===== src/gfx_defines.svh =====
`ifndef GFX_DEFINES_SVH
`define GFX_DEFINES_SVH

// ~~~~~~~~~~~~~~~~~~~~~~~~~~~~~~
// screen
`define GFX_SCREEN_W 160
`define GFX_SCREEN_H 120

// ~~~~~~~~~~~~~~~~~~~~~~~~~~~~~~
// wishbone
`define GFX_WB_ADR_W 3            // word address.
`define GFX_WB_DAT_W 16

// register word addresses.
`define GFX_REG_CTRL    3'd0
`define GFX_REG_STATUS  3'd1
`define GFX_REG_P0      3'd2
`define GFX_REG_P1      3'd3
`define GFX_REG_COLOUR  3'd4
`define GFX_REG_PIX_ADR 3'd5
`define GFX_REG_PIX_DAT 3'd6

`endif


===== src/gfx_pkg.sv =====
package gfx_pkg;

    typedef logic [7:0] x_coord_t;
    typedef logic [6:0] y_coord_t;
    typedef logic [2:0] colour_t;

    // one pixel per cycle into the frame buffer.
    typedef struct packed {
        logic     plot;
        x_coord_t x;
        y_coord_t y;
        colour_t  colour;
    } pixel_t;

    typedef struct packed {
        x_coord_t x0;
        y_coord_t y0;
        x_coord_t x1;
        y_coord_t y1;
        colour_t  colour;
    } line_cmd_t;

    typedef enum logic [1:0] {LINE_IDLE, LINE_DRAW, LINE_FINISH} line_state_t;
    typedef enum logic {CLEAR_IDLE, CLEAR_SWEEP} clear_state_t;

endpackage


===== src/clear_screen.sv =====
`timescale 1ns/100ps
`include "gfx_defines.svh"

module clear_screen (
    input  logic              clk,
    input  logic              rst_n,
    input  gfx_pkg::colour_t  colour,
    input  logic              start,
    output logic              done,
    output gfx_pkg::pixel_t   pixel
);

    gfx_pkg::clear_state_t state;
    gfx_pkg::x_coord_t     cnt_x;
    gfx_pkg::y_coord_t     cnt_y;
    gfx_pkg::colour_t      colour_q;
    logic                  row_end;
    logic                  last_pix;
    logic                  done_q;

    assign row_end  = (cnt_x == 8'(`GFX_SCREEN_W - 1));
    assign last_pix = row_end && (cnt_y == 7'(`GFX_SCREEN_H - 1));

    always_ff @(posedge clk) begin
        if (!rst_n) begin
            state  <= gfx_pkg::CLEAR_IDLE;
            cnt_x  <= '0;
            cnt_y  <= '0;
            done_q <= 1'b0;
        end else begin
            done_q <= 1'b0;
            case (state)
                gfx_pkg::CLEAR_IDLE: begin
                    if (start) begin
                        state <= gfx_pkg::CLEAR_SWEEP;
                        cnt_x <= '0;
                        cnt_y <= '0;
                    end
                end
                gfx_pkg::CLEAR_SWEEP: begin
                    if (last_pix) begin
                        state  <= gfx_pkg::CLEAR_IDLE;
                        done_q <= 1'b1;            // cycle after (159, 119).
                    end else if (row_end) begin
                        cnt_x <= '0;
                        cnt_y <= cnt_y + 7'd1;
                    end else begin
                        cnt_x <= cnt_x + 8'd1;
                    end
                end
                default: state <= gfx_pkg::CLEAR_IDLE;
            endcase
        end
    end

    always_ff @(posedge clk) begin
        if (state == gfx_pkg::CLEAR_IDLE && start)
            colour_q <= colour;
    end

    assign done = done_q;

    assign pixel.plot   = (state == gfx_pkg::CLEAR_SWEEP);
    assign pixel.x      = cnt_x;
    assign pixel.y      = cnt_y;
    assign pixel.colour = colour_q;

endmodule


===== config.mk =====
export PLATFORM = sky130hd
export DESIGN_NAME = clear_screen
export DESIGN_NICKNAME = d
export VERILOG_FILES = /design/src/gfx_pkg.sv /design/src/clear_screen.sv
export VERILOG_INCLUDE_DIRS = /design/src
export SDC_FILE = /design/constraint.sdc
export NUM_CORES = 1
export LEC_CHECK = 0
export BUFFER_PORTS_ARGS = -buffer_cell sky130_fd_sc_hd__buf_2
export CAP_MARGIN = 30
export CORE_MARGIN = 3
export CORE_UTILIZATION = 46
export DETAILED_ROUTE_END_ITERATION = 12
export GPL_TIMING_DRIVEN = 0
export MAX_ROUTING_LAYER = met4
export PLACE_DENSITY = 0.73
export SLEW_MARGIN = 20
export SYNTH_ARGS = -nofsm -noshare
export SYNTH_HDL_FRONTEND = slang
export SYNTH_SLANG_ARGS = --single-unit
export TNS_END_PERCENT = 10

===== constraint.sdc =====
create_clock -name clk -period 1.5 [get_ports clk]
set_input_delay 0.225 -clock clk [delete_from_list [all_inputs] [get_ports clk]]
set_output_delay 0.225 -clock clk [all_outputs]
set_load 0.02 [all_outputs]

==> tab_implementation.tex <==
\begin{tabular}{lr}
\hline
Metric & Value \\
\hline
\multicolumn{2}{l}{\textbf{Outcome}} \\
\quad Result of the run & finished, violations left \\
\quad Violated checks & negative setup slack \\
\multicolumn{2}{l}{\textbf{Global routing}} \\
\quad Total Routing Usage GR & 22.6\% \\
\quad Wire length of the first global-routing pass & 4580 um \\
\quad Vias in the first global route & 1053 \\
\quad Initial antenna violation count & 0 \\
\quad Maximum number of pins on one net before global-route repair & 13 \\
\quad GR Overflow Total & 0 \\
\multicolumn{2}{l}{\textbf{Cells and area}} \\
\quad Layout-stage area growth over the synthesis result & 39.0\% \\
\quad Number of inserted diodes & 0 \\
\quad Area of all placed cells without fillers & 0.00145 sq mm \\
\quad Final core area utilization & 70.5\% \\
\quad Net count, final & 165 \\
\quad Cell Count, Final, Fillers Out & 183 \\
\quad Proportion of layout cells with a drive suffix above 1 & 48.1\% \\
\quad Filler cells & 165 \\
\multicolumn{2}{l}{\textbf{CTS}} \\
\quad Worst-case clock buffer depth & 2 \\
\quad Sink Count & 20 \\
\quad Insertion delay to the later sink of the worst-skew pair & 310 ps \\
\quad H-Tree Level Count & 1 \\
\quad Quantity of hold-fixing buffers added after cts & 0 \\
\quad TritonCTS clock tree & built \\
\quad Root cell of the clock tree & clkbuf\_4 \\
\quad Worst-path clk slew & 130 ps \\
\quad Number of buffers inserted during clock tree synthesis & 3 \\
\multicolumn{2}{l}{\textbf{Synthesis}} \\
\quad Sequential share of the synthesized area & 41.1\% \\
\quad Net count of the mapped netlist & 123 \\
\quad Number of different library cells in the post-synthesis netlist & 38 \\
\quad Most instantiated flip-flop cell in the synthesis netlist & dfxtp\_1 \\
\quad Cell type with the highest aggregate area in the netlist & dfxtp\_1 \\
\quad Number of warnings issued by yosys & 0 \\
\quad Post-synth EDFFs & 3 \\
\quad Fraction of synthesized cell area taken by the top area cell type & 32.5\% \\
\quad Number of cells produced by synthesis & 115 \\
\quad Cell area after technology mapping & 0.00105 sq mm \\
\quad Post-synthesis async set-or-reset flop share & 0\% \\
\quad Cell types with the largest area share after synthesis & dfxtp\_1 (33\%), edfxtp\_1 (8.6\%), nand3\_1 (4.8\%) \\
\quad Flops \& latches, synth & 20 \\
\quad Average footprint of a synthesized cell & 9.10 sq um \\
\multicolumn{2}{l}{\textbf{Die}} \\
\quad Standard-cell row count & 16 \\
\quad Die height & 53.7 um \\
\quad Total die area & 0.00288 sq mm \\
\quad I/O pins & 26 \\
\quad Effective utilization at floorplan & 50.7\% \\
\quad Die width & 53.7 um \\
\quad Core ar. & 0.00206 sq mm \\
\multicolumn{2}{l}{\textbf{Critical path}} \\
\quad Crit. End Element & flip-flop \\
\quad Gate family responsible for the most delay along the worst path & flip-flops \\
\quad Slowest stage cell, crit path & dfxtp\_4 \\
\quad Worst-path cell chain & ha\_4 > and4\_1 > buf\_6 > o211ai\_1 > buf\_4 > nor3b\_4 > a211o\_1 \\
\quad Critical path launch point type & flip-flop \\
\quad Crit path required time & 1700 ps \\
\quad Worst Path Buf+Inv & 2 \\
\quad Peak fanout along the critical path & 7 \\
\quad Slowest Stage Delay on Critical Path & 380 ps \\
\quad Worst EP arrival & 1830 ps \\
\quad Critical Setup Path Class & reg -> reg \\
\multicolumn{2}{l}{\textbf{Place}} \\
\quad Final Wtd Congestion & 0.830 \\
\quad Instance count after placement with tap cells included & 167 \\
\quad Placement-stage cell area & 0.00124 sq mm \\
\quad DP HPWL & 1920 um \\
\quad Number of port buffers & 25 \\
\multicolumn{2}{l}{\textbf{Power}} \\
\quad Max IR drop VDD & 0.555 mV \\
\quad PwrDens & 758 mW/mm\^{}2 \\
\quad Leakage power & 0.650 nW \\
\quad Design Power & 1.10 mW \\
\multicolumn{2}{l}{\textbf{STA}} \\
\quad Count of final max-slew check failures & 0 \\
\quad Slew at the pin closest to its max-slew limit & 521 ps \\
\quad Max Clock Freq & 614 MHz \\
\quad Setup repair after global routing missed its margin & yes \\
\quad Final number of setup-violating endpoints & 11 \\
\quad Tightest hold margin & 78.7 ps \\
\quad Period utilization & 109\% \\
\quad Final Critical Period & 1630 ps \\
\quad Post-route worst setup slack & -130 ps \\
\quad Post-Route Skew & 8.57 ps \\
\quad Worst-case headroom to the max-slew limit & 65.3\% \\
\quad Count of final hold-check violations & 0 \\
\multicolumn{2}{l}{\textbf{Route}} \\
\quad ANT nets after route & 0 \\
\quad Total wire length after detailed routing & 2890 um \\
\quad Routed len/inst & 15.8 um \\
\quad Drt via density & 5.91 \\
\quad Number of design rule violations left after detail routing & 0 \\
\quad Total via count after detailed routing & 1082 \\
\quad Iter 0 DRT Violations & 38 \\
\quad Length of the first detailed-routing pass in iterations & 4 \\
\multicolumn{2}{l}{\textbf{Run}} \\
\quad Total of max-cap violations & 0 \\
\multicolumn{2}{l}{\textbf{Hold path}} \\
\quad Type of the worst min-delay path & in -> reg \\
\hline
\end{tabular}
[repair_timing]
action | 4_1_cts | 5_1_grt
pin swaps | 10 | 10
resized for setup | 10 | 11
setup buffers | 11 | 2
gates cloned | 0 | 0
endpoints found under the setup margin | 14 | 16
[worst register-to-register path, delay by kind of cell, from the launching register on]
family	cells	cell delay, ps
flops	1	380
compound gates	2	350
fa+ha+maj	1	150
simple gates	2	340
buf+inv	2	290
[synth_stat cells, types with 2 or more instances]
cell type and n:
nand2_1 13, nand4b_1 2, nor3b_1 2, and2_2 2, a211o_1 3, o211ai_1 2, o21ai_0 5, nand3_1 10
nor3_1 5, inv_1 4, edfxtp_1 3, o21a_1 3, dfxtp_1 17, ha_1 2, and3_1 5, nor4_1 2
a21oi_1 4, and4_1 2, nor2_1 3, buf_6 3, o22ai_1 2, nand4_1 5
[final timing paths]
| path | from | to | slack [ps] | cells after the start |
|---|---|---|---|---|
| max | cnt_x[1] | cnt_y[4] | -130 | 7 |
| min | colour[0] | colour_q[0] | 80 | 1 |
| max reg2reg | cnt_x[1] | cnt_y[4] | -130 | 7 |
| min reg2reg | cnt_y[6] | cnt_y[6] | 540 | 1 |
[layer usage]
layer	part of all wire (%)	track usage, %
met5	0	-
met4	1.6	11.1
met3	6.6	3.88
met2	50	36.3
met1	42	27.1
[power by group]
part | internal (mW) | switching [mW] | leakage (nW)
clock | 0.270 | 0.180 | 0.0279
sequential | 0.547 | 0.00744 | 0.175
combinational | 0.0351 | 0.0638 | 0.448
total | 0.852 | 0.251 | 0.650
[registers in the layout, summed over array words and instances, names as in the netlist]
name / cells
cnt_x: 8
cnt_y: 7
colour_q: 3
done: 1
state: 1
[through the flow]
stage               worst slack [ps]  setup TNS [ps]
detailed placement              -218           -2170
CTS                             -154           -1190
global route                    -198           -1860
global placement                -230           -1830
floorplan                      -90.5            -564
finish                          -130            -760
[final cells by class]
class / count / area (sq um) / area share [%]
sequential: 20 / 460 / 31.7
tap: 27 / 33.8 / 2.32
buffer: 4 / 33.8 / 2.32
inverter: 4 / 15.0 / 1.03
multi-input combinational: 86 / 636 / 43.7
clock inverter: 1 / 30.0 / 2.07
clock buffer: 3 / 22.5 / 1.55
timing repair buffer: 38 / 223 / 15.3
[layout by cell type (no fill, tap or decap), drive strengths merged, types with 4 or more instances in the layout]
| cell | instances |
|---|---|
| and3 | 5 |
| o21ai | 5 |
| nand2 | 13 |
| dfxtp | 17 |
| nor3 | 5 |
| nand4 | 5 |
| a21oi | 5 |
| nand3 | 10 |
| clkbuf | 4 |
| inv | 4 |
| buf | 41 |
[logic make-up (layout without fill, tap and decap cells)]
group | after synthesis | after routing | synth area share (%)
flops | 20 | 20 | 41.1
compound gates | 26 | 26 | 17.6
simple gates | 58 | 58 | 33.1
fa+ha+maj | 2 | 2 | 2.39
buf+inv | 9 | 50 | 5.74
Power figures use the tool's default switching activity.
