--- src/gfx_defines.svh ---
`ifndef GFX_DEFINES_SVH
`define GFX_DEFINES_SVH

// ~~~~~~~~~~~~~~~~~~~~~~~~~~~~~~
// screen
`define GFX_SCREEN_W 160
`define GFX_SCREEN_H 120

// ~~~~~~~~~~~~~~~~~~~~~~~~~~~~~~
// wishbone
`define GFX_WB_ADR_W 3            // word address.
`define GFX_WB_DAT_W 16

// register word addresses.
`define GFX_REG_CTRL    3'd0
`define GFX_REG_STATUS  3'd1
`define GFX_REG_P0      3'd2
`define GFX_REG_P1      3'd3
`define GFX_REG_COLOUR  3'd4
`define GFX_REG_PIX_ADR 3'd5
`define GFX_REG_PIX_DAT 3'd6

`endif

--- src/gfx_pkg.sv ---
package gfx_pkg;

    typedef logic [7:0] x_coord_t;
    typedef logic [6:0] y_coord_t;
    typedef logic [2:0] colour_t;

    // one pixel per cycle into the frame buffer.
    typedef struct packed {
        logic     plot;
        x_coord_t x;
        y_coord_t y;
        colour_t  colour;
    } pixel_t;

    typedef struct packed {
        x_coord_t x0;
        y_coord_t y0;
        x_coord_t x1;
        y_coord_t y1;
        colour_t  colour;
    } line_cmd_t;

    typedef enum logic [1:0] {LINE_IDLE, LINE_DRAW, LINE_FINISH} line_state_t;
    typedef enum logic {CLEAR_IDLE, CLEAR_SWEEP} clear_state_t;

endpackage

--- src/drawline.sv ---
`timescale 1ns/100ps
`include "gfx_defines.svh"

module drawline (
    input  logic               clk,
    input  logic               rst_n,
    input  gfx_pkg::line_cmd_t cmd,
    input  logic               start,
    output logic               done,
    output gfx_pkg::pixel_t    pixel
);

    gfx_pkg::line_state_t state;
    gfx_pkg::line_cmd_t   cmd_q;
    gfx_pkg::x_coord_t    cur_x;
    gfx_pkg::y_coord_t    cur_y;
    gfx_pkg::x_coord_t    x_nxt;
    gfx_pkg::y_coord_t    y_nxt;
    logic                 x_neg;
    logic                 y_neg;
    logic [7:0]           abs_dx;
    logic [6:0]           abs_dy;
    logic signed [11:0]   dx;
    logic signed [11:0]   dy;          // kept negative.
    logic signed [11:0]   err;
    logic signed [11:0]   e2;
    logic signed [11:0]   err_nxt;
    logic                 step_x;
    logic                 step_y;
    logic                 at_end;
    logic                 plot_q;

    function automatic logic on_screen(input gfx_pkg::x_coord_t x, input gfx_pkg::y_coord_t y);
        return (x < 8'(`GFX_SCREEN_W)) && (y < 7'(`GFX_SCREEN_H));
    endfunction

    assign abs_dx = (cmd.x1 < cmd.x0) ? cmd.x0 - cmd.x1 : cmd.x1 - cmd.x0;
    assign abs_dy = (cmd.y1 < cmd.y0) ? cmd.y0 - cmd.y1 : cmd.y1 - cmd.y0;

    // ~~~~~~~~~~~~~~~~~~~~~~~~~~~~~~
    // bresenham step
    assign e2     = err <<< 1;
    assign step_x = (e2 >= dy);
    assign step_y = (e2 <= dx);
    assign at_end = (cur_x == cmd_q.x1) && (cur_y == cmd_q.y1);

    always_comb begin
        err_nxt = err;
        if (step_x)
            err_nxt = err_nxt + dy;
        if (step_y)
            err_nxt = err_nxt + dx;
    end

    assign x_nxt = !step_x ? cur_x : (x_neg ? cur_x - 8'd1 : cur_x + 8'd1);
    assign y_nxt = !step_y ? cur_y : (y_neg ? cur_y - 7'd1 : cur_y + 7'd1);

    always_ff @(posedge clk) begin
        if (state == gfx_pkg::LINE_IDLE && start) begin
            cmd_q <= cmd;
            cur_x <= cmd.x0;
            cur_y <= cmd.y0;
            x_neg <= cmd.x1 < cmd.x0;
            y_neg <= cmd.y1 < cmd.y0;
            dx    <= $signed({4'b0000, abs_dx});
            dy    <= -$signed({5'b00000, abs_dy});
            err   <= $signed({4'b0000, abs_dx}) - $signed({5'b00000, abs_dy});
        end else if (state == gfx_pkg::LINE_DRAW && !at_end) begin
            cur_x <= x_nxt;
            cur_y <= y_nxt;
            err   <= err_nxt;
        end
    end

    // ~~~~~~~~~~~~~~~~~~~~~~~~~~~~~~
    // control
    always_ff @(posedge clk) begin
        if (!rst_n) begin
            state  <= gfx_pkg::LINE_IDLE;
            plot_q <= 1'b0;
        end else begin
            case (state)
                gfx_pkg::LINE_IDLE: begin
                    if (start) begin
                        state  <= gfx_pkg::LINE_DRAW;
                        plot_q <= on_screen(cmd.x0, cmd.y0);
                    end
                end
                gfx_pkg::LINE_DRAW: begin
                    if (at_end) begin
                        state  <= gfx_pkg::LINE_FINISH;
                        plot_q <= 1'b0;
                    end else begin
                        plot_q <= on_screen(x_nxt, y_nxt);   // step advances regardless.
                    end
                end
                gfx_pkg::LINE_FINISH: state <= gfx_pkg::LINE_IDLE;
                default:              state <= gfx_pkg::LINE_IDLE;
            endcase
        end
    end

    assign done = (state == gfx_pkg::LINE_FINISH);

    assign pixel.plot   = plot_q;
    assign pixel.x      = cur_x;
    assign pixel.y      = cur_y;
    assign pixel.colour = cmd_q.colour;

    a_idle_no_plot: assert property (@(posedge clk) disable iff (!rst_n)
        (state == gfx_pkg::LINE_IDLE) |-> !pixel.plot);

endmodule

--- config.mk ---
export PLATFORM = sky130hd
export DESIGN_NAME = drawline
export DESIGN_NICKNAME = d
export VERILOG_FILES = /design/src/gfx_pkg.sv /design/src/drawline.sv
export VERILOG_INCLUDE_DIRS = /design/src
export SDC_FILE = /design/constraint.sdc
export NUM_CORES = 1
export LEC_CHECK = 0
export ABC_AREA = 1
export BUFFER_PORTS_ARGS = -buffer_cell sky130_fd_sc_hd__clkbuf_2
export CAP_MARGIN = 20
export CORE_ASPECT_RATIO = 0.9
export CORE_MARGIN = 8
export CORE_UTILIZATION = 50
export CTS_BUF_LIST = sky130_fd_sc_hd__clkbuf_2 sky130_fd_sc_hd__clkbuf_4 sky130_fd_sc_hd__clkbuf_8
export DETAILED_ROUTE_END_ITERATION = 12
export GPL_TIMING_DRIVEN = 0
export PLACE_DENSITY = 0.66
export SLEW_MARGIN = 0
export SYNTH_ARGS = -nofsm -noshare
export SYNTH_HDL_FRONTEND = slang
export SYNTH_SLANG_ARGS = --single-unit
--- constraint.sdc ---
create_clock -name clk -period 4.26 [get_ports clk]
set_clock_uncertainty 0.05 [all_clocks]
set_input_delay 0.213 -clock clk [delete_from_list [all_inputs] [get_ports clk]]
set_output_delay 0.213 -clock clk [all_outputs]
set_load 0.02 [all_outputs]
==> key figures, run 1 <==
Critical path
  – CP Class: reg2reg
  – Worst Path Required: approximately 4.3 ns
  – R2r endpoint: err[10]
  – CP startpoint kind: flop
  – Worst endpoint data arrival time: roughly 4.0 ns
  – R2R Setup Slk: 0.36 ns
  – Worst Reg-to-Reg Cells: 26
  – Worst-path fanout max: 10
  – RR Startpoint: err[10]
  – CP Capture Type: flop

Global route
  – Pin count of the biggest net entering global routing: 30
  – First-pass GRT wire length: ~27000 um
  – Global Route Usage Sum: about a fifth
  – Initial antenna violation count: 0
  – Vias in the first global route: ~5600
  – GRT overflow: 0

Drt
  – Initial DRC count: between 300 and 400
  – 1st-pass router iterations: 5
  – WL/cell: 15.16 um
  – WL final: ~16000 um
  – # DRC: 0
  – DR WL met3: ~940 um
  – Via density: between 5 and 6
  – Routed vias: 5648
  – Final ANT Viol Nets: 0
  – Top routing layer used: met4
  – Metal2 WL: between 7000 and 8000 um
  – Met1 WL: around 7400 um

Final layout
  – Post-layout util: between 50% and 60%
  – Layout cells sized above 1: about an eighth
  – Synthesis-to-finish area growth: 13.10%
  – Post-route cell area: between 7000 and 8000 um^2
  – Final #Nets: roughly 1000
  – Most frequent cells in the layout: nand2_1 (191), inv_1 (134), ha_1 (83), edfxtp_1 (65), clkbuf_2 (56)
  – Commonest non-fill, non-tap cell in the layout: nand2_1
  – ANT cells: 0

Clocking
  – Root Buffer: clkbuf_8
  – CTS buffer count: 9
  – CTS tree: done
  – H-tree depth: 3
  – # clock sinks: 68
  – Clock transition at path regs: around 0.07 ns
  – Bufs on Longest Clock Path: 2
  – Post-CTS Resized: 0
  – Worst skew pair latency: between 0.3 and 0.4 ns

Timing
  – RSZ-0062 raised after global routing: false
  – Crit share post-route: between 90% and 100%
  – Setup_tns: 0 ns
  – Relative slew slack: about 36%
  – Final-report setup violation count: 0
  – Hold Fails Final Rpt: 0
  – Slew @ Worst Pin: about 0.96 ns
  – Final Slew Violations: 0
  – FMAX: between 200 and 300 MHz
  – Minimum clock period: slightly below 4 ns

Floorplanning
  – Die area: between 15000 and 20000 um^2
  – I/O Pins: 56
  – Placeable Area: about 13000 um^2
  – Initial Utilization: between 50 and 60%
  – Num rows: 39
  – DIE WIDTH: about 140 um
  – Die H: about 120 um

Hold path
  – Hold_sp: cmd[13]
  – Worst hold-check path type: in2reg
  – Hold EP: cmd_q[13]
  – Hold Path Depth: 1

Placed design
  – IO buf count: 55
  – Dpl hpwl: approximately 13000 um
  – GP Congestion: 0.9025
  – DP Area: 6968 um^2

Outcome
  – Outcome: finished clean

Logic synthesis
  – Seq/Total Area, Yosys: a little under a third
  – Synth Net Count: 941
  – Number of distinct library cells after synthesis: 47
  – Ys Warns: 0
  – #FFs+latches synth: between 60 and 70
  – Top cells by area, synth: edfxtp_1 (30%), ha_1 (16%), nand2_1 (11%), inv_1 (7.8%), xor2_1 (3.8%)
  – Yosys top cell by area: edfxtp_1
  – Post-synth top area share: a little under a third
  – Syn Inst Count: slightly above 800
  – Cell Area, Synth: around 6500 um^2
  – Avg Cell Area, Syn: a little under 8 um^2

Pwr
  – Worst IR drop on VDD: 0.0002236 V
  – Cell Pwr Density: roughly 630 nW/um^2
  – Leakage: roughly 3.7 nW

Run
  – Max-Cap Viols: 0
## cell type report
| cell class | instances | area [um^2] |
|---|---|---|
| inverters | 140 | 526.8 |
| fillers | 1126 | 5325 |
| clock inverters | 4 | 72.57 |
| well taps | 164 | 205.2 |
| plain buffers | 13 | 86.33 |
| clock buffers | 12 | 152.6 |
| flip-flops and latches | 68 | 2012 |
| repair buffers | 68 | 415.4 |
| multi-input cells | 592 | 3842 |
## metrics by stage
stage	std cells	setup WS [ns]	power [mW]	hold slack, ns
floorplan	813	0.9213	3.267	0.2619
finish	1061	0.3575	4.620	0.02146
detailed placement	1033	0.3882	3.961	0.3432
global route	1061	0.05381	5.056	0.003802
global placement	1032	0.4939	3.867	0.3429
CTS	1061	0.3716	4.617	0.002339
## registers in the layout, indices dropped and copies added (netlist names)
| signal | flops |
|---|---|
| pixel | 3 |
| x_neg | 1 |
| err | 11 |
| state | 2 |
| y_neg | 1 |
| cmd_q | 15 |
| plot_q | 1 |
| dx | 8 |
| cur_x | 8 |
| dy | 11 |
| cur_y | 7 |
## worst max-delay path, stage by stage (launching register included)
cell and delay, ns:
edfxtp_1 0.45, ha_1 0.38, nand2_1 0.09, inv_1 0.06, nand2_1 0.05, nor2_1 0.10
nand2_1 0.08, nand3_1 0.09, nand2_2 0.09, nand2_4 0.12, buf_2 0.25, o21a_1 0.19
inv_1 0.05, ha_1 0.21, fa_1 0.41, nand2_1 0.08, nand2_1 0.05, o21ai_0 0.18
nor3_1 0.08, nor2_1 0.10, nor2_1 0.09, nand3_1 0.11, nand2_1 0.07, nand2_1 0.06
nand2_1 0.05, nand3_1 0.06, nand2_1 0.05
## layer usage
layer,track usage [%],vias to the layer above
li1,-,2842
met1,25.46,2618
met5,0,-
met3,4.194,27
met4,6.854,0
met2,33.53,161
## report_power, final
group | internal (mW) | total (mW) | switching [mW]
logic | 1.09 | 2.85 | 1.76
registers | 0.966 | 1.15 | 0.187
clock network | 0.358 | 0.617 | 0.259
## cell usage after synthesis, drive strengths merged
library cell  instances
a21boi                2
a21o                  7
a21oi                45
a31o                  1
a31oi                 5
buf                   9
clkbuf                4
clkinv                1
dfxtp                 3
edfxtp               65
fa                    9
ha                   83
inv                 139
mux2i                 1
nand2               205
nand3                35
nand3b                1
nand4                16
nor2                 50
nor3                  3
nor4                  1
o2111ai               1
o21a                  4
o21ai                51
o21bai                2
o221ai                7
o22ai                 2
o31ai                 1
o32ai                 2
or2                   3
xnor2                27
xor2                 28
## kinds of logic after synthesis
family          count (synthesis)  share of synthesized area (%)
compound gates                130                          11.88
xor+xnor                       55                          7.450
fa+ha+maj                      92                          18.85
buf+inv                       153                          9.462
flops                          68                          31.11
mux                             1                         0.1548
simple gates                  314                          21.09
## what timing repair did
action                                  CTS  global route
endpoints found under the setup margin    0             0
hold endpoints to repair                 12             0
setup buffers                             0             0
hold buffers                             12             0
## worst max-delay path by stage
stage | endpoint | slack, ns | from | depth (start not counted)
global route | err[10] | 0.05 | err[10] | 26
finish | err[10] | 0.36 | err[10] | 26
floorplan | err[10] | 0.92 | err[10] | 22
global placement | err[10] | 0.49 | err[10] | 22
detailed placement | err[10] | 0.39 | err[10] | 26
CTS | err[10] | 0.37 | err[10] | 26
No activity file was read; power rests on OpenSTA's default activity.
==> inputs of run 2 (changes only) <==
--- a/config.mk
+++ b/config.mk
@@ -6,15 +6,15 @@
 export SDC_FILE = /design/constraint.sdc
 export NUM_CORES = 1
 export LEC_CHECK = 0
-export ABC_AREA = 1
 export BUFFER_PORTS_ARGS = -buffer_cell sky130_fd_sc_hd__clkbuf_2
 export CAP_MARGIN = 20
 export CORE_ASPECT_RATIO = 0.9
-export CORE_MARGIN = 8
+export CORE_MARGIN = 4
 export CORE_UTILIZATION = 50
 export CTS_BUF_LIST = sky130_fd_sc_hd__clkbuf_2 sky130_fd_sc_hd__clkbuf_4 sky130_fd_sc_hd__clkbuf_8
 export DETAILED_ROUTE_END_ITERATION = 12
 export GPL_TIMING_DRIVEN = 0
+export HOLD_SLACK_MARGIN = 0.02
 export PLACE_DENSITY = 0.66
 export SLEW_MARGIN = 0
 export SYNTH_ARGS = -nofsm -noshare
==> run 2 against run 1 <==
Setup slack worse by 0.33 ns; final area is 3.8% higher; sequential share of layout area is 1.0 points lower; utilization is 4.3 points higher; synthesized cell count is 19% lower; flip-flop and latch count stayed put; clock power is 14% lower; combinational power is 20% higher; first-iteration DRC count is 8.5% higher; routed wire length is 5.8% higher; global-route usage is 3.0 points higher; largest cell class unchanged; highest routed layer unchanged.
==> key figures, run 2 <==
Critical path
  – Worst Path Required: 4.31 ns (-0.02 ns)
  – Largest stage delay on the critical path: 0.49 ns (+0.04 ns)
  – Delay-heaviest family, CP: compound AO/OA/AOI/OAI gates
  – CP startpoint kind: flop
  – Critical-path top delay cell: edfxtp_1
  – Worst-path fanout max: 4 (-6)
  – CP Cell Sequence: ha_4 > a21o_1 > nand2_1 > nand3b_1 > a21oi_4 > mux2i_4 > mux2_4 > ha_4 > fa_2 > a21o_1 > nand2_1 > a21oi_2 > nor4_4 > nor4_4 > o31ai_2 > xor2_1 > o21a_1 > o211ai_1
  – Worst endpoint data arrival time: 4.28 ns (+0.31 ns)
  – CP Class: reg2reg
  – CP Capture Type: flop
  – CP bufs+invs: 0 (-3)

Clocking
  – # clock sinks: 68 (unchanged)
  – H-tree depth: 3 (unchanged)
  – Bufs on Longest Clock Path: 2 (unchanged)
  – CTS tree: done
  – Worst skew pair latency: 0.36 ns (about the same)
  – CTS buffer count: 9 (unchanged)
  – Root Buffer: clkbuf_8
  – Clock transition at path regs: 0.08 ns (about the same)

Global route
  – First-pass GRT wire length: 26380 um (-0.94%)
  – Pin count of the biggest net entering global routing: 38 (+27%)
  – Global Route Usage Sum: 23.02% (+3.0 points)
  – Vias in the first global route: 5202 (-7.4%)
  – Initial antenna violation count: 0 (unchanged)
  – GRT overflow: 0 (unchanged)

Logic synthesis
  – Synth Net Count: 789 (-16%)
  – Top cells by area, synth: edfxtp_1 (31%), ha_1 (16%), xnor2_1 (5.7%), inv_1 (4.3%), a21oi_1 (3.0%)
  – Top-count cell post-synth: ha_1
  – Most used DFF post-synth: edfxtp_1
  – Synth async-reset ratio: 0% (unchanged)
  – Number of distinct library cells after synthesis: 70 (+49%)
  – Synth top cells by count: ha_1 (83), inv_1 (73), edfxtp_1 (65), nand2_1 (41), xnor2_1 (41)
  – Cell Area, Synth: 6342 um^2 (-1.9%)
  – Seq/Total Area, Yosys: 31.72% (+0.61 points)
  – Post-synth top area share: 30.78% (+0.59 points)
  – Ys Warns: 0 (unchanged)
  – Yosys top cell by area: edfxtp_1
  – Syn Inst Count: 661 (-19%)
  – #FFs+latches synth: 68 (unchanged)
  – Avg Cell Area, Syn: 9.595 um^2 (+21%)
  – Post-synth EDFFs: 65 (unchanged)

Final layout
  – Largest regs: cmd_q x15, dy x11, err x11
  – Fill count: 985 (-13%)
  – Biggest register: cmd_q
  – Most frequent cells in the layout: ha_1 (74), inv_1 (69), edfxtp_1 (65), clkbuf_2 (56), nand2_1 (41)
  – Synthesis-to-finish area growth: 19.75%
  – ANT cells: 0 (unchanged)
  – Largest register FFs: 15 (unchanged)
  – Layout cells sized above 1: 20.80% (+8.0 points)
  – Final #Nets: 897 (-12%)
  – FF/Latch Area: 2012 um^2 (unchanged)
  – Commonest non-fill, non-tap cell in the layout: ha_1
  – Footprint of the multi-input gates: 4174 um^2 (+8.6%)
  – Post-layout util: 62.15% (+4.3 points)

Outcome
  – Outcome: finished clean

Placed design
  – GP Congestion: 0.8781 (-2.7%)
  – IO buf count: 55 (unchanged)
  – Dpl hpwl: 12920 um (-0.50%)

Floorplanning
  – DIE WIDTH: 126.7 um (-6.7%)
  – Die H: 114.8 um (-7.3%)
  – Num rows: 38 (-2.6%)
  – I/O Pins: 56 (unchanged)
  – Die area: 14550 um^2 (-14%)
  – Initial Utilization: 51.90% (+0.74 points)
  – Placeable Area: 12220 um^2 (-3.3%)

Run
  – Max-Cap Viols: 0 (unchanged)

Drt
  – Via density: 5.719 (+7.4%)
  – Final ANT Viol Nets: 0 (unchanged)
  – WL final: 17010 um (+5.8%)
  – 1st-pass router iterations: 5 (unchanged)
  – Routed vias: 5342 (-5.4%)
  – WL/cell: 18.22 um (+20%)
  – Initial DRC count: 383 (+8.5%)
  – # DRC: 0 (unchanged)

Timing
  – Slew @ Worst Pin: 0.8914 ns (-0.06722 ns)
  – Relative slew slack: 40.43% (+4.5 points)
  – Hold Fails Final Rpt: 0 (unchanged)
  – Minimum clock period: 4.230 ns (+0.3273 ns)
  – RSZ-0062 raised after global routing: true
  – Crit share post-route: 99.29% (+7.7 points)
  – Final Slew Violations: 0 (unchanged)
  – FMAX: 236.4 MHz (-7.7%)
  – Final-report setup violation count: 0 (unchanged)

Pwr
  – Leakage: 3.369 nW (-8.8%)
  – Cell Pwr Density: 673.8 nW/um^2 (+6.7%)
  – Total power: 5.117 mW (+11%)
  – Worst IR drop on VDD: 0.0003010 V (+35%)

Hold path
  – Worst hold-check path type: in2reg
-- run 2: changes by cell type in the layout (fill, tap and decap cells not counted), sizes merged, moves of 9 or more --
cell	previous run	this run
xnor2	27	42
mux2	0	10
nor2b	0	9
o211ai	0	10
nand2	205	41
a21o	7	25
mux2i	1	13
xor2	28	18
nand3	35	15
nor3	3	13
inv	139	74
nor2	50	34
buf	10	37
-- run 2: timing repair --
| item | in CTS | in global routing |
|---|---|---|
| gates resized for setup | 11 | 38 |
| hold buffers | 11 | 1 |
| hold endpoints to repair | 11 | 1 |
| pin swaps | 4 | 22 |
| setup endpoints to repair | 4 | 5 |
| setup buffers | 6 | 26 |
-- run 2: path summary, 6_finish.rpt --
kind | from | end | slack [ns] | depth (start not counted)
worst max-delay path | err[0] | err[10] | 0.03 | 18
worst min-delay path | cmd[6] | cmd_q[6] | 0.02 | 1
worst max register to register | err[0] | err[10] | 0.03 | 18
worst min register to register | state[0] | state[1] | 0.54 | 1
-- run 2: stage by stage --
stage / hold WS (ns) / instances / setup TNS [ns] / setup WS [ns] / instance area, um^2
global placement: 0.3403 / 876 / -1.796 / -0.6982 / 6818
detailed placement: 0.3445 / 877 / -1.802 / -0.7156 / 6839
global route: 0.02494 / 934 / -0.2034 / -0.1903 / 7595
floorplan: 0.2619 / 661 / 0 / 0.2049 / 6342
finish: 0.02468 / 934 / 0 / 0.03024 / 7595
CTS: 0.02268 / 910 / 0 / 0.005141 / 7224
-- run 2: layer usage --
metal / routed length (um) / global-route usage (%) / vias up / part of all wire, %
li1: - / - / 2620 / -
met1: 8021 / 31.47 / 2558 / 47
met2: 7921 / 37.45 / 145 / 47
met3: 790 / 3.809 / 19 / 4.6
met4: 281 / 7.720 / 0 / 1.7
met5: 0 / 0 / - / 0
-- run 2: cell families (layout without fill, tap and decap cells) --
group | count (synthesis) | after routing | share of synthesized area, %
compound gates | 171 | 171 | 18.33
xor+xnor | 60 | 60 | 8.404
fa+ha+maj | 92 | 92 | 19.21
buf+inv | 90 | 203 | 5.682
flops | 68 | 68 | 31.72
mux | 23 | 23 | 3.827
simple gates | 157 | 157 | 12.82
-- run 2: power by group --
part | switching [mW] | leakage, nW | internal, mW | total [mW]
combinational | 1.89 | 2.63 | 1.53 | 3.42
sequential | 0.192 | 0.645 | 0.970 | 1.16
clock | 0.261 | 0.0945 | 0.271 | 0.532
total | 2.35 | 3.37 | 2.77 | 5.12
-- run 2: layout make-up --
cell class                      instances  area share [%]
Multi-Input combinational cell        503           54.96
Sequential cell                        68           26.49
Timing Repair Buffer                   97           8.435
Inverter                               75           3.773
Tap cell                              160           2.636
Clock buffer                           10           1.730
Buffer                                 15           1.252
Clock inverter                          6          0.7249
-- run 2: worst register-to-register path, stage by stage, from the launching register on --
cell and delay [ns]:
edfxtp_1 0.49, ha_4 0.20, a21o_1 0.17, nand2_1 0.05, nand3b_1 0.14, a21oi_4 0.24, mux2i_4 0.37, mux2_4 0.37
ha_4 0.18, fa_2 0.35, a21o_1 0.20, nand2_1 0.08, a21oi_2 0.08, nor4_4 0.27, nor4_4 0.11, o31ai_2 0.09
xor2_1 0.28, o21a_1 0.17, o211ai_1 0.07
