## config.mk

```make
export PLATFORM = sky130hd
export DESIGN_NAME = gfx_wb_regs
export DESIGN_NICKNAME = d
export VERILOG_FILES = /design/src/gfx_pkg.sv /design/src/wb_pkg.sv /design/src/gfx_wb_regs.sv
export VERILOG_INCLUDE_DIRS = /design/src
export SDC_FILE = /design/constraint.sdc
export NUM_CORES = 1
export LEC_CHECK = 0
export ABC_AREA = 1
export BUFFER_PORTS_ARGS = -buffer_cell sky130_fd_sc_hd__buf_2
export CAP_MARGIN = 10
export CORE_MARGIN = 4
export CORE_UTILIZATION = 44
export DETAILED_ROUTE_END_ITERATION = 10
export PLACE_DENSITY = 0.75
export SLEW_MARGIN = 0
export SYNTH_ARGS = -nofsm -noshare
export SYNTH_HDL_FRONTEND = slang
export SYNTH_SLANG_ARGS = --single-unit
```

## constraint.sdc

```tcl
create_clock -name clk -period 2.77 [get_ports clk]
set_clock_uncertainty 0.1 [all_clocks]
set_input_delay 0.554 -clock clk [delete_from_list [all_inputs] [get_ports clk]]
set_output_delay 0.554 -clock clk [all_outputs]
set_load 0.03 [all_outputs]
```

## src/gfx_defines.svh

```systemverilog
`ifndef GFX_DEFINES_SVH
`define GFX_DEFINES_SVH

// ~~~~~~~~~~~~~~~~~~~~~~~~~~~~~~
// screen
`define GFX_SCREEN_W 160
`define GFX_SCREEN_H 120

// ~~~~~~~~~~~~~~~~~~~~~~~~~~~~~~
// wishbone
`define GFX_WB_ADR_W 3            // word address.
`define GFX_WB_DAT_W 16

// register word addresses.
`define GFX_REG_CTRL    3'd0
`define GFX_REG_STATUS  3'd1
`define GFX_REG_P0      3'd2
`define GFX_REG_P1      3'd3
`define GFX_REG_COLOUR  3'd4
`define GFX_REG_PIX_ADR 3'd5
`define GFX_REG_PIX_DAT 3'd6

`endif

```

## src/gfx_pkg.sv

```systemverilog
package gfx_pkg;

    typedef logic [7:0] x_coord_t;
    typedef logic [6:0] y_coord_t;
    typedef logic [2:0] colour_t;

    // one pixel per cycle into the frame buffer.
    typedef struct packed {
        logic     plot;
        x_coord_t x;
        y_coord_t y;
        colour_t  colour;
    } pixel_t;

    typedef struct packed {
        x_coord_t x0;
        y_coord_t y0;
        x_coord_t x1;
        y_coord_t y1;
        colour_t  colour;
    } line_cmd_t;

    typedef enum logic [1:0] {LINE_IDLE, LINE_DRAW, LINE_FINISH} line_state_t;
    typedef enum logic {CLEAR_IDLE, CLEAR_SWEEP} clear_state_t;

endpackage

```

## src/wb_pkg.sv

```systemverilog
`include "gfx_defines.svh"

package wb_pkg;

    typedef logic [`GFX_WB_ADR_W-1:0] wb_adr_t;
    typedef logic [`GFX_WB_DAT_W-1:0] wb_dat_t;

    // host to slave.
    typedef struct packed {
        logic    cyc;
        logic    stb;
        logic    we;
        wb_adr_t adr;
        wb_dat_t dat_w;
    } wb_req_t;

    // slave to host.
    typedef struct packed {
        logic    ack;
        wb_dat_t dat_r;
    } wb_rsp_t;

endpackage

```

## src/gfx_wb_regs.sv

```systemverilog
`timescale 1ns/100ps
`include "gfx_defines.svh"

module gfx_wb_regs (
    input  logic               clk,
    input  logic               rst_n,
    input  wb_pkg::wb_req_t    wb_req,
    output wb_pkg::wb_rsp_t    wb_rsp,
    output gfx_pkg::line_cmd_t line_cmd,
    output logic               line_start,
    output logic               clear_start,
    input  logic               line_done,
    input  logic               clear_done,
    output gfx_pkg::x_coord_t  rd_x,
    output gfx_pkg::y_coord_t  rd_y,
    input  gfx_pkg::colour_t   rd_colour
);

    logic              ack_q;
    logic              acked;          // strobe already answered.
    logic              pix_wait;       // frame buffer read in flight.
    wb_pkg::wb_dat_t   dat_q;
    wb_pkg::wb_dat_t   rd_mux;
    logic              req_new;
    logic              wr_en;
    logic              busy;
    logic              done;
    gfx_pkg::x_coord_t p0_x;
    gfx_pkg::y_coord_t p0_y;
    gfx_pkg::x_coord_t p1_x;
    gfx_pkg::y_coord_t p1_y;
    gfx_pkg::colour_t  colour;
    gfx_pkg::x_coord_t pa_x;
    gfx_pkg::y_coord_t pa_y;

    assign req_new = wb_req.cyc && wb_req.stb && !ack_q && !pix_wait && !acked;
    assign wr_en   = req_new && wb_req.we;

    // ~~~~~~~~~~~~~~~~~~~~~~~~~~~~~~
    // bus handshake
    always_ff @(posedge clk) begin
        if (!rst_n) begin
            ack_q    <= 1'b0;
            acked    <= 1'b0;
            pix_wait <= 1'b0;
        end else begin
            ack_q    <= 1'b0;
            pix_wait <= 1'b0;
            acked    <= (ack_q || acked) && wb_req.cyc && wb_req.stb;
            if (pix_wait) begin
                ack_q <= 1'b1;
            end else if (req_new) begin
                if (!wb_req.we && wb_req.adr == `GFX_REG_PIX_DAT)
                    pix_wait <= 1'b1;          // one extra cycle for the memory.
                else
                    ack_q <= 1'b1;
            end
        end
    end

    always_ff @(posedge clk) begin
        if (pix_wait)
            dat_q <= {{(`GFX_WB_DAT_W-3){1'b0}}, rd_colour};
        else if (req_new)
            dat_q <= rd_mux;
    end

    always_comb begin
        rd_mux = '0;
        case (wb_req.adr)
            `GFX_REG_STATUS:  rd_mux[1:0]  = {done, busy};
            `GFX_REG_P0:      rd_mux[14:0] = {p0_y, p0_x};
            `GFX_REG_P1:      rd_mux[14:0] = {p1_y, p1_x};
            `GFX_REG_COLOUR:  rd_mux[2:0]  = colour;
            `GFX_REG_PIX_ADR: rd_mux[14:0] = {pa_y, pa_x};
            default:          rd_mux       = '0;
        endcase
    end

    // ~~~~~~~~~~~~~~~~~~~~~~~~~~~~~~
    // command registers
    always_ff @(posedge clk) begin
        if (wr_en) begin
            case (wb_req.adr)
                `GFX_REG_P0: begin
                    p0_x <= wb_req.dat_w[7:0];
                    p0_y <= wb_req.dat_w[14:8];
                end
                `GFX_REG_P1: begin
                    p1_x <= wb_req.dat_w[7:0];
                    p1_y <= wb_req.dat_w[14:8];
                end
                `GFX_REG_COLOUR: colour <= wb_req.dat_w[2:0];
                `GFX_REG_PIX_ADR: begin
                    pa_x <= wb_req.dat_w[7:0];
                    pa_y <= wb_req.dat_w[14:8];
                end
                default: ;
            endcase
        end
    end

    always_ff @(posedge clk) begin
        if (!rst_n) begin
            busy        <= 1'b0;
            done        <= 1'b0;
            line_start  <= 1'b0;
            clear_start <= 1'b0;
        end else begin
            line_start  <= 1'b0;
            clear_start <= 1'b0;
            if (line_done || clear_done) begin
                busy <= 1'b0;
                done <= 1'b1;
            end
            if (wr_en && wb_req.adr == `GFX_REG_CTRL && !busy) begin
                if (wb_req.dat_w[0]) begin
                    line_start <= 1'b1;
                    busy       <= 1'b1;
                    done       <= 1'b0;
                end else if (wb_req.dat_w[1]) begin
                    clear_start <= 1'b1;
                    busy        <= 1'b1;
                    done        <= 1'b0;
                end
            end
        end
    end

    assign line_cmd.x0     = p0_x;
    assign line_cmd.y0     = p0_y;
    assign line_cmd.x1     = p1_x;
    assign line_cmd.y1     = p1_y;
    assign line_cmd.colour = colour;

    assign rd_x = pa_x;
    assign rd_y = pa_y;

    assign wb_rsp.ack   = ack_q;
    assign wb_rsp.dat_r = dat_q;

    // classic cycle, one ack per strobe.
    a_ack_single: assert property (@(posedge clk) disable iff (!rst_n)
        wb_rsp.ack |=> !wb_rsp.ack);

endmodule

```

==> impl_metrics.json, run 1 <==
{
  "routabilityCongestion": 0.888,
  "pin_count": 96,
  "die_w_um": 86.1,
  "fin_area_um2": 3440,
  "vias": 1991,
  "crit_path_frequent_cell": "inv_1",
  "htree_levels": 3,
  "min_from": "wb_req[6]",
  "cts_num_sinks": 70,
  "r2r_start": "pix_wait",
  "whs_ps": 322,
  "crit_required_ps": 2650,
  "dpl_cell_area_um2": 3240,
  "syn_nets": 270,
  "area_delta_synth_final_pct": 28.1,
  "drv_cap": 0,
  "rsz0062_at_grt": "false",
  "worstPathCellList": "inv_1, nand3_1, nor2_1, inv_1, nor3_1",
  "power_mw": 2.18,
  "ant_nets": 0,
  "antenna_found_initial": 0,
  "yosysTopAreaCellShare_pct": 57.0,
  "max_stage_delay_ps": 370,
  "fillers": 536,
  "yosysSeqAreaShare_pct": 71.2,
  "yosysWarnings": 0,
  "p_leak_nw": 1.54,
  "grt_max_degree": 16,
  "fmax_mhz": 523,
  "irDropWorstVdd_uv": 348,
  "hold_violations": 0,
  "synth_edf_count": 51,
  "cts_buffers": 9,
  "n_antenna_cell": 0,
  "finalSetupViolations": 0,
  "outcome": "completed",
  "synth_ff_type": "edfxtp_1",
  "cts_tree": "built",
  "detail_route.wirelength_um": 6390,
  "async_reset_ff_share_pct": 0,
  "reg2reg_to": "colour[1]",
  "cts_root_buf": "clkbuf_8",
  "postCtsSetupRepairBufs": 0,
  "synth_area_per_cell_um2": 11.1,
  "hpwl_um": 4630,
  "insertion_delay_ps": 330,
  "clkTransAtPathRegs_ps": 70,
  "r2r_cells": 5,
  "netlist_area_um2": 2690,
  "whs_endpoint": "p1_x[6]",
  "firstDrtPassIters": 4,
  "synth_common_cells": "91 x nand2_1, 51 x edfxtp_1, 20 x nand3_1, 19 x dfxtp_1, 16 x inv_1",
  "worst_slack_ps": 857,
  "powerDensity_nw_per_um2": 633,
  "die_height_um": 86.1,
  "drtIter0Drc": 129,
  "final.setup.tns_ps": 0,
  "io_buffer_count": 93,
  "syn_inst": 241,
  "avgViaCountPerCell": 4.71,
  "route.detailed.drc": 0,
  "period_share_pct": 69.1,
  "clockBufferDepth": 2,
  "critPathLaunchType": "register",
  "cp_slowest_cell": "nor3_1",
  "core_area_um2": 5920,
  "yosysMostFrequentCell": "nand2_1",
  "pre_cts_ws_ps": 638,
  "synth_largest_area_cell": "edfxtp_1",
  "cts_hold_buf": 0,
  "fin_crit_ps": 1910,
  "grt.overflow.total": 0,
  "cp.arrival_ps": 1800,
  "nets": 372,
  "path_class": "register to register",
  "grt_pass1_vias": 1944,
  "grt_usage_pct": 18.0,
  "worstPathMaxFanout": 6,
  "worstSetupEndpointType": "register",
  "min_path_cells": 1,
  "drive_gt1_share_pct": 34.2,
  "cts_resized": 0,
  "reg2reg_slack_ps": 860,
  "synth.area.top_cells": "edfxtp_1 57%, dfxtp_1 14%, nand2_1 13%",
  "core.rowCount": 28,
  "wire_per_inst_um": 15.1,
  "hp-class": "input port to register",
  "start_util_pct": 45.4,
  "synthDistinctLibCells": 22,
  "die-area_um2": 7420,
  "final_max_slew_viol_count": 0,
  "grt_pass1_wl_um": 9840,
  "ys_ff_latch": 70
}
worst max-delay path: cells and delay by family (launching register included):
kind	cells	cell delay (ps)
buffers and inverters	2	290
DFF	1	360
and+or+nand+nor	3	820
state kept, by name (all words and copies together) (netlist names), 3 cells and up:
register / count
p1_x: 8
dat_q: 15
p0_y: 7
p0_x: 8
colour: 3
rd_y: 7
p1_y: 7
rd_x: 8
per-stage QoR:
stage / util [%] / cells
after floorplan: - / 241
final: 58.1 / 423
after global placement: 54.7 / 407
after detailed placement: 54.7 / 407
after CTS: 58.1 / 423
after global routing: 58.1 / 423
layout make-up:
class                      instances  area [µm²]  area share, %
tap                               75        93.8           2.73
clock inverter                     6        76.3           2.22
sequential                        70        1910           55.6
multi-input combinational        147         664           19.3
clock buffer                      10         128           3.71
timing repair buffer              98         503           14.6
inverter                          17        63.8           1.85
logic make-up after synthesis:
kind of cell           synth area share, %
flip-flops                            71.2
buffers and inverters                 4.47
other                                0.140
AND/OR/NAND/NOR                       21.9
AO/OA/AOI/OAI                         2.28
power breakdown:
group,total [mW],leakage [nW],switching [mW],internal [mW]
clock network,0.852,0.103,0.355,0.497
logic,0.170,0.821,0.120,0.0499
registers,1.16,0.615,0.00975,1.15
total,2.18,1.54,0.485,1.69
cells in the final DEF (no fill, tap or decap), types with 2 or more instances in the layout:
| master | instances |
|---|---|
| buf_2 | 93 |
| nand2_1 | 91 |
| edfxtp_1 | 51 |
| nand3_1 | 20 |
| dfxtp_1 | 19 |
| inv_1 | 16 |
| nor2_1 | 12 |
| clkbuf_8 | 9 |
| a21oi_1 | 5 |
| buf_4 | 5 |
| o21ai_0 | 4 |
| nor3_1 | 3 |
| clkinv_1 | 3 |
| nor2_4 | 2 |
| nor3_2 | 2 |
| bufinv_16 | 2 |
per-layer routing:
layer / up-vias / global-route usage (%) / share of wire (%) / wire length [µm]
met1: 901 / 22.7 / 43 / 2740
met2: 73 / 27.8 / 49 / 3140
met5: - / 0 / 0 / 0
li1: 1007 / - / - / -
met3: 10 / 5.00 / 5.8 / 368
met4: 0 / 10.1 / 2.3 / 145
worst max-delay path by stage:
stage          cells past startpoint         to       start  slack (ps)
2_1_floorplan                      6    p0_x[0]  wb_req[20]         130
3_3_place_gp                       7  colour[1]  wb_req[20]         670
3_5_place_dp                       7  colour[1]  wb_req[20]         640
4_1_cts                            5  colour[1]    pix_wait         850
5_1_grt                            6    p0_y[5]       ack_q         730
6_report                           5  colour[1]    pix_wait         860
(Power assumes the default switching activity.)
==> run 2: changes to the inputs <==
--- a/config.mk
+++ b/config.mk
@@ -6,13 +6,13 @@
 export SDC_FILE = /design/constraint.sdc
 export NUM_CORES = 1
 export LEC_CHECK = 0
-export ABC_AREA = 1
+export ABC_AREA = 0
 export BUFFER_PORTS_ARGS = -buffer_cell sky130_fd_sc_hd__buf_2
 export CAP_MARGIN = 10
 export CORE_MARGIN = 4
-export CORE_UTILIZATION = 44
+export CORE_UTILIZATION = 49
 export DETAILED_ROUTE_END_ITERATION = 10
-export PLACE_DENSITY = 0.75
+export PLACE_DENSITY = 0.79
 export SLEW_MARGIN = 0
 export SYNTH_ARGS = -nofsm -noshare
 export SYNTH_HDL_FRONTEND = slang
==> constraint.sdc (replaced) <==
create_clock -name clk -period 1.8 [get_ports clk]
set_clock_uncertainty 0.1 [all_clocks]
set_input_delay 0.36 -clock clk [delete_from_list [all_inputs] [get_ports clk]]
set_output_delay 0.36 -clock clk [all_outputs]
set_load 0.03 [all_outputs]
==> run 2 against run 1 <==
  * Sequential power is 53% higher
  * Flip-flop and latch count stayed put
  * Clock power is 60% higher
  * Synthesized cell count is 29% lower
  * Worst hold slack worse by 210 ps
  * First-iteration DRC count is 6.2% lower
  * Sequential share of layout area is 1.2 points lower
  * Non-clock buffer count is 11 higher
  * Setup slack worse by 740 ps
  * Critical endpoint is now p0_y[1]
==> impl_metrics.json, run 2 <==
{
  "synthDistinctLibCells": 34,
  "io_buffer_count": 93,
  "r2r_start": "acked",
  "cts_hold_buf": 0,
  "synthXorXnorAreaFrac_pct": 0,
  "firstDrtPassIters": 4,
  "hold_violations": 0,
  "cts_root_buf": "clkbuf_8",
  "async_reset_ff_share_pct": 0,
  "grt.overflow.total": 0,
  "outcome": "completed",
  "finalSetupViolations": 0,
  "fmax_mhz": 593,
  "most-common-layout-cells": "93 x buf_2, 51 x edfxtp_1, 19 x dfxtp_1, 16 x buf_4, 15 x mux2i_1",
  "yosysMostFrequentCell": "edfxtp_1",
  "crit_buf_inv": 1,
  "synth_ff_type": "edfxtp_1",
  "yosys.area_share.adder_pct": 0,
  "clockBufferDepth": 2,
  "route.detailed.drc": 0,
  "routabilityCongestion": 0.802,
  "synthSimpleGateAreaFrac_pct": 7.31,
  "cts_num_sinks": 70,
  "cp.depth": 4,
  "startpoint": "acked",
  "cts_resized": 0,
  "path_class": "register to register",
  "grt_max_degree": 14,
  "hp-class": "input port to register",
  "layout.cells.non_filler": 356,
  "netlist_area_um2": 2670,
  "rsz0062_at_grt": "false",
  "nets": 310,
  "top_register": "dat_q",
  "pin_count": 96,
  "worst_slack_ps": 115,
  "period_share_pct": 93.6,
  "synth.area.top_cells": "edfxtp_1 57%, dfxtp_1 14%, mux2i_1 5.6%",
  "core.rowCount": 26,
  "fin_crit_ps": 1690,
  "syn_inst": 172,
  "endpoint": "p0_y[1]",
  "max_stage_delay_ps": 370,
  "grt_pass1_vias": 1917,
  "die_height_um": 81.8,
  "cp_slowest_cell": "and4bb_2",
  "start_util_pct": 51.3,
  "min_path_cells": 1,
  "postCtsSetupRepairBufs": 0,
  "synth_compound_area_share_pct": 12.1,
  "yosysTopAreaCellShare_pct": 57.3,
  "worstSetupEndpointType": "register",
  "drive_gt1_share_pct": 45.5,
  "irDropWorstVdd_uv": 671,
  "grt_pass1_wl_um": 9640,
  "vias": 1887,
  "final.setup.tns_ps": 0,
  "yosysSeqAreaShare_pct": 71.6,
  "worstPathCellList": "and4bb_2, nand3_4, nor3_4, buf_4",
  "drv_cap": 0,
  "detail_route.wirelength_um": 6240,
  "ys_ff_latch": 70,
  "pre_cts_ws_ps": 45.8,
  "final_common_cell": "buf_2",
  "syn_nets": 201,
  "hpwl_um": 4520,
  "crit_required_ps": 1740,
  "final_max_slew_viol_count": 0,
  "die_w_um": 81.8,
  "yosysWarnings": 0,
  "fillers": 384,
  "ant_nets": 0,
  "place_inst": 340,
  "synth_edf_count": 51,
  "synth.area.mux_share_pct": 5.62,
  "synth_common_cells": "51 x edfxtp_1, 19 x dfxtp_1, 15 x mux2i_1, 12 x a22o_1, 12 x o2bb2ai_1",
  "powerDensity_nw_per_um2": 964,
  "synth_area_per_cell_um2": 15.5,
  "cp.arrival_ps": 1630,
  "drtIter0Drc": 121,
  "htree_levels": 3,
  "cts_buffers": 9,
  "multi_input_area_um2": 707,
  "reg2reg_slack_ps": 110,
  "r2r_cells": 4,
  "clkTransAtPathRegs_ps": 80,
  "insertion_delay_ps": 340,
  "cpLargestDelayFamily": "simple AND/OR/NAND/NOR gates",
  "critPathLaunchType": "register",
  "wire_per_inst_um": 17.5,
  "p_leak_nw": 1.45,
  "reg2reg_to": "p0_y[1]",
  "antenna_found_initial": 0,
  "grt_usage_pct": 20.5,
  "largest_reg_flops": 15,
  "die-area_um2": 6700,
  "synth_largest_area_cell": "edfxtp_1",
  "core_area_um2": 5200,
  "synth_top_family_by_area": "compound AO/OA/AOI/OAI gates",
  "worstPathMaxFanout": 9,
  "avgViaCountPerCell": 5.30,
  "cts_tree": "built",
  "ff_latch_area_um2": 1910,
  "area_delta_synth_final_pct": 31.7,
  "n_antenna_cell": 0
}
[run 2: worst min-delay path by stage]
stage / start / end / slack [ps]
6_report: wb_req[4] / rd_x[4] / 120
3_5_place_dp: dat_q[3] / dat_q[3] / 360
4_1_cts: wb_req[9] / p1_y[1] / 90
2_1_floorplan: acked / pix_wait / 310
3_3_place_gp: acked / pix_wait / 330
5_1_grt: wb_req[10] / p0_y[2] / 100
[run 2: layer usage]
layer	part of all wire (%)	track usage, %	vias to the layer above	routed length [µm]
li1	-	-	891	-
met1	40	25.3	897	2470
met2	49	31.7	93	3060
met3	10	7.24	6	631
met4	1.1	10.3	0	68
met5	0	0	-	0
[run 2: worst reg2reg max path: cells and delay by family, from the launching register on]
family                 cells  cell delay [ps]
buffers and inverters      1              210
flip-flops                 1              330
AND/OR/NAND/NOR            3              740
[run 2: cell type report]
cell class | count | area share, %
Sequential cell | 70 | 54.4
Multi-Input combinational cell | 88 | 20.1
Timing Repair Buffer | 109 | 16.6
Clock buffer | 10 | 3.63
Tap cell | 70 | 2.49
Clock inverter | 6 | 2.45
Inverter | 3 | 0.320
[run 2: cell families after synthesis]
kind of cell | count (synthesis)
buf+inv | 14
simple gates | 34
compound gates | 38
flops | 70
mux | 15
other cells | 1
[run 2: metrics by stage]
stage / hold WS, ps / utilization [%] / area (µm²) / power [mW]
6_report: 115 / 67.6 / 3520 / 3.39
3_5_place_dp: 361 / 63.5 / 3300 / 2.07
4_1_cts: 93.9 / 67.6 / 3520 / 3.42
5_1_grt: 96.1 / 67.6 / 3520 / 3.51
2_1_floorplan: 314 / - / 2710 / 1.97
3_3_place_gp: 335 / 63.5 / 3300 / 2.06
[run 2: where the power goes]
group / switching (mW) / internal, mW / leakage [nW]
registers: 0.0139 / 1.76 / 0.615
logic: 0.163 / 0.0985 / 0.726
clock network: 0.580 / 0.778 / 0.106
==> run 3: changes to the inputs <==
--- a/config.mk
+++ b/config.mk
@@ -10,9 +10,9 @@
 export BUFFER_PORTS_ARGS = -buffer_cell sky130_fd_sc_hd__buf_2
 export CAP_MARGIN = 10
 export CORE_MARGIN = 4
-export CORE_UTILIZATION = 49
+export CORE_UTILIZATION = 44
 export DETAILED_ROUTE_END_ITERATION = 10
-export PLACE_DENSITY = 0.79
+export PLACE_DENSITY = 0.75
 export SLEW_MARGIN = 0
 export SYNTH_ARGS = -nofsm -noshare
 export SYNTH_HDL_FRONTEND = slang
==> constraint.sdc (replaced) <==
create_clock -name clk -period 1.45 [get_ports clk]
set_clock_uncertainty 0.1 [all_clocks]
set_input_delay 0.29 -clock clk [delete_from_list [all_inputs] [get_ports clk]]
set_output_delay 0.29 -clock clk [all_outputs]
set_load 0.03 [all_outputs]
==> run 3 against run 2 <==
  * The run now ends with setup timing left
  * Die area is 10% higher
  * Via count is 5.4% higher
  * Cell area is 7.4% higher
  * Setup slack worse by 280 ps
  * Worst hold slack worse by 72 ps
  * First-iteration DRC count is 39% higher
  * Critical path type unchanged
  * Highest routed layer unchanged
==> impl_metrics.json, run 3 (synthesis results as in run 2) <==
{
  "route.detailed.drc": 0,
  "violations": "setup timing",
  "most-common-layout-cells": "93 x buf_2, 51 x edfxtp_1, 22 x buf_4, 17 x dfxtp_1, 15 x mux2i_1",
  "drv_cap": 0,
  "r2r_start": "acked",
  "finalSetupViolations": 65,
  "hpwl_um": 4790,
  "ant_nets": 0,
  "grt_pass1_vias": 2071,
  "p_int_mw": 3.66,
  "path_class": "register to register",
  "layout.cells.non_filler": 377,
  "grt.overflow.total": 0,
  "place_inst": 357,
  "avgViaCountPerCell": 5.27,
  "worstSetupEndpointType": "register",
  "die_w_um": 85.9,
  "fillers": 463,
  "worst_slack_ps": -165,
  "cts_root_buf": "clkbuf_8",
  "start_util_pct": 45.1,
  "crit_required_ps": 1400,
  "n_antenna_cell": 0,
  "clkTransAtPathRegs_ps": 80,
  "cts_num_sinks": 70,
  "combPwrFrac_pct": 8.3,
  "min_from": "wb_req[8]",
  "insertion_delay_ps": 340,
  "core.rowCount": 28,
  "nets": 326,
  "hold_violations": 0,
  "drtIter0Drc": 168,
  "grt_pass1_wl_um": 10700,
  "grt_usage_pct": 19.5,
  "antenna_found_initial": 0,
  "cts_tree": "built",
  "period_share_pct": 111,
  "routabilityCongestion": 0.848,
  "fin_crit_ps": 1620,
  "power_frac_seq_pct": 47.5,
  "p_sw_uw": 966,
  "top_register": "dat_q",
  "switching_share_pct": 20.9,
  "p_leak_nw": 1.57,
  "firstDrtPassIters": 4,
  "worstPathMaxFanout": 6,
  "cp.arrival_ps": 1570,
  "r2r_cells": 4,
  "die-area_um2": 7380,
  "outcome": "finished, violations left",
  "largest_reg_flops": 15,
  "reg2reg_to": "p0_y[5]",
  "io_buffer_count": 93,
  "final_common_cell": "buf_2",
  "rsz0062_at_grt": "true",
  "hp-class": "input port to register",
  "drive_gt1_share_pct": 50.0,
  "die_height_um": 85.9,
  "cts_buffers": 9,
  "final_max_slew_viol_count": 0,
  "p_clk_share_pct": 44.2,
  "wire_per_inst_um": 18.0,
  "detail_route.wirelength_um": 6770,
  "powerDensity_nw_per_um2": 1220,
  "grt_max_degree": 13,
  "pin_count": 96,
  "reg2reg_slack_ps": -170,
  "whs_endpoint": "p1_y[0]",
  "fmax_mhz": 619,
  "irDropWorstVdd_uv": 707,
  "htree_levels": 3,
  "core_area_um2": 5920,
  "clockBufferDepth": 2,
  "vias": 1988,
  "critPathLaunchType": "register",
  "min_path_cells": 1,
  "power_mw": 4.62,
  "area_delta_synth_final_pct": 41.4
}
[run 3: final cells by class]
| class | count | area, µm² | area share (%) |
|---|---|---|---|
| sequential | 70 | 1910 | 50.7 |
| timing repair buffer | 125 | 769 | 20.4 |
| multi-input combinational | 88 | 727 | 19.3 |
| clock inverter | 6 | 133 | 3.51 |
| clock buffer | 10 | 128 | 3.38 |
| tap | 75 | 93.8 | 2.49 |
| inverter | 3 | 11.3 | 0.298 |
[run 3: worst max path at each step]
stage	start	endpoint	slack (ps)	cells after the start
2_1_floorplan	ack_q	p0_x[0]	-320	3
3_3_place_gp	wb_req[20]	p0_y[2]	-170	5
3_5_place_dp	wb_req[20]	p0_y[2]	-180	5
4_1_cts	acked	p0_y[5]	-160	4
5_1_grt	acked	p0_y[5]	-220	4
6_report	acked	p0_y[5]	-170	4
[run 3: stage by stage]
step | setup WS (ps) | util, % | hold WS [ps] | setup TNS (ps) | instance area [µm²]
2_1_floorplan | -319 | - | 289 | -8700 | 2730
3_3_place_gp | -171 | 58.4 | 360 | -5570 | 3460
3_5_place_dp | -183 | 58.4 | 364 | -6550 | 3460
4_1_cts | -158 | 64.3 | 39.3 | -5480 | 3810
5_1_grt | -224 | 63.8 | 37.0 | -8390 | 3780
6_report | -165 | 63.8 | 43.7 | -5990 | 3780
[run 3: worst max-delay path, stage by stage, from the launching register on]
cell,delay [ps]
dfxtp_2,320
and4bb_2,340
nand3_4,160
nor3_4,220
buf_4,180
[run 3: routing by layer]
metal,up-vias,share of wire (%),global-route usage (%)
met2,84,51,32.3
met5,-,0,0
met4,0,1.8,9.50
met3,13,5.8,3.84
met1,960,41,24.4
li1,931,-,-
[run 3: repair_timing]
item                       CTS  global route
setup buffers                4             1
hold buffers                 0             0
gates resized for setup     11             4
pin swaps                    2             0
setup endpoints to repair   62            61
cloned                       2             0
[run 3: power groups by stage]
stage                     Clock [mW]  Sequential [mW]  Combinational, mW
final                           2.04             2.20              0.382
after global routing            2.17             2.20              0.408
after CTS                       2.06             2.20              0.379
after detailed placement           0             2.24              0.364
after global placement             0             2.24              0.356
after floorplan                    0             2.31              0.148
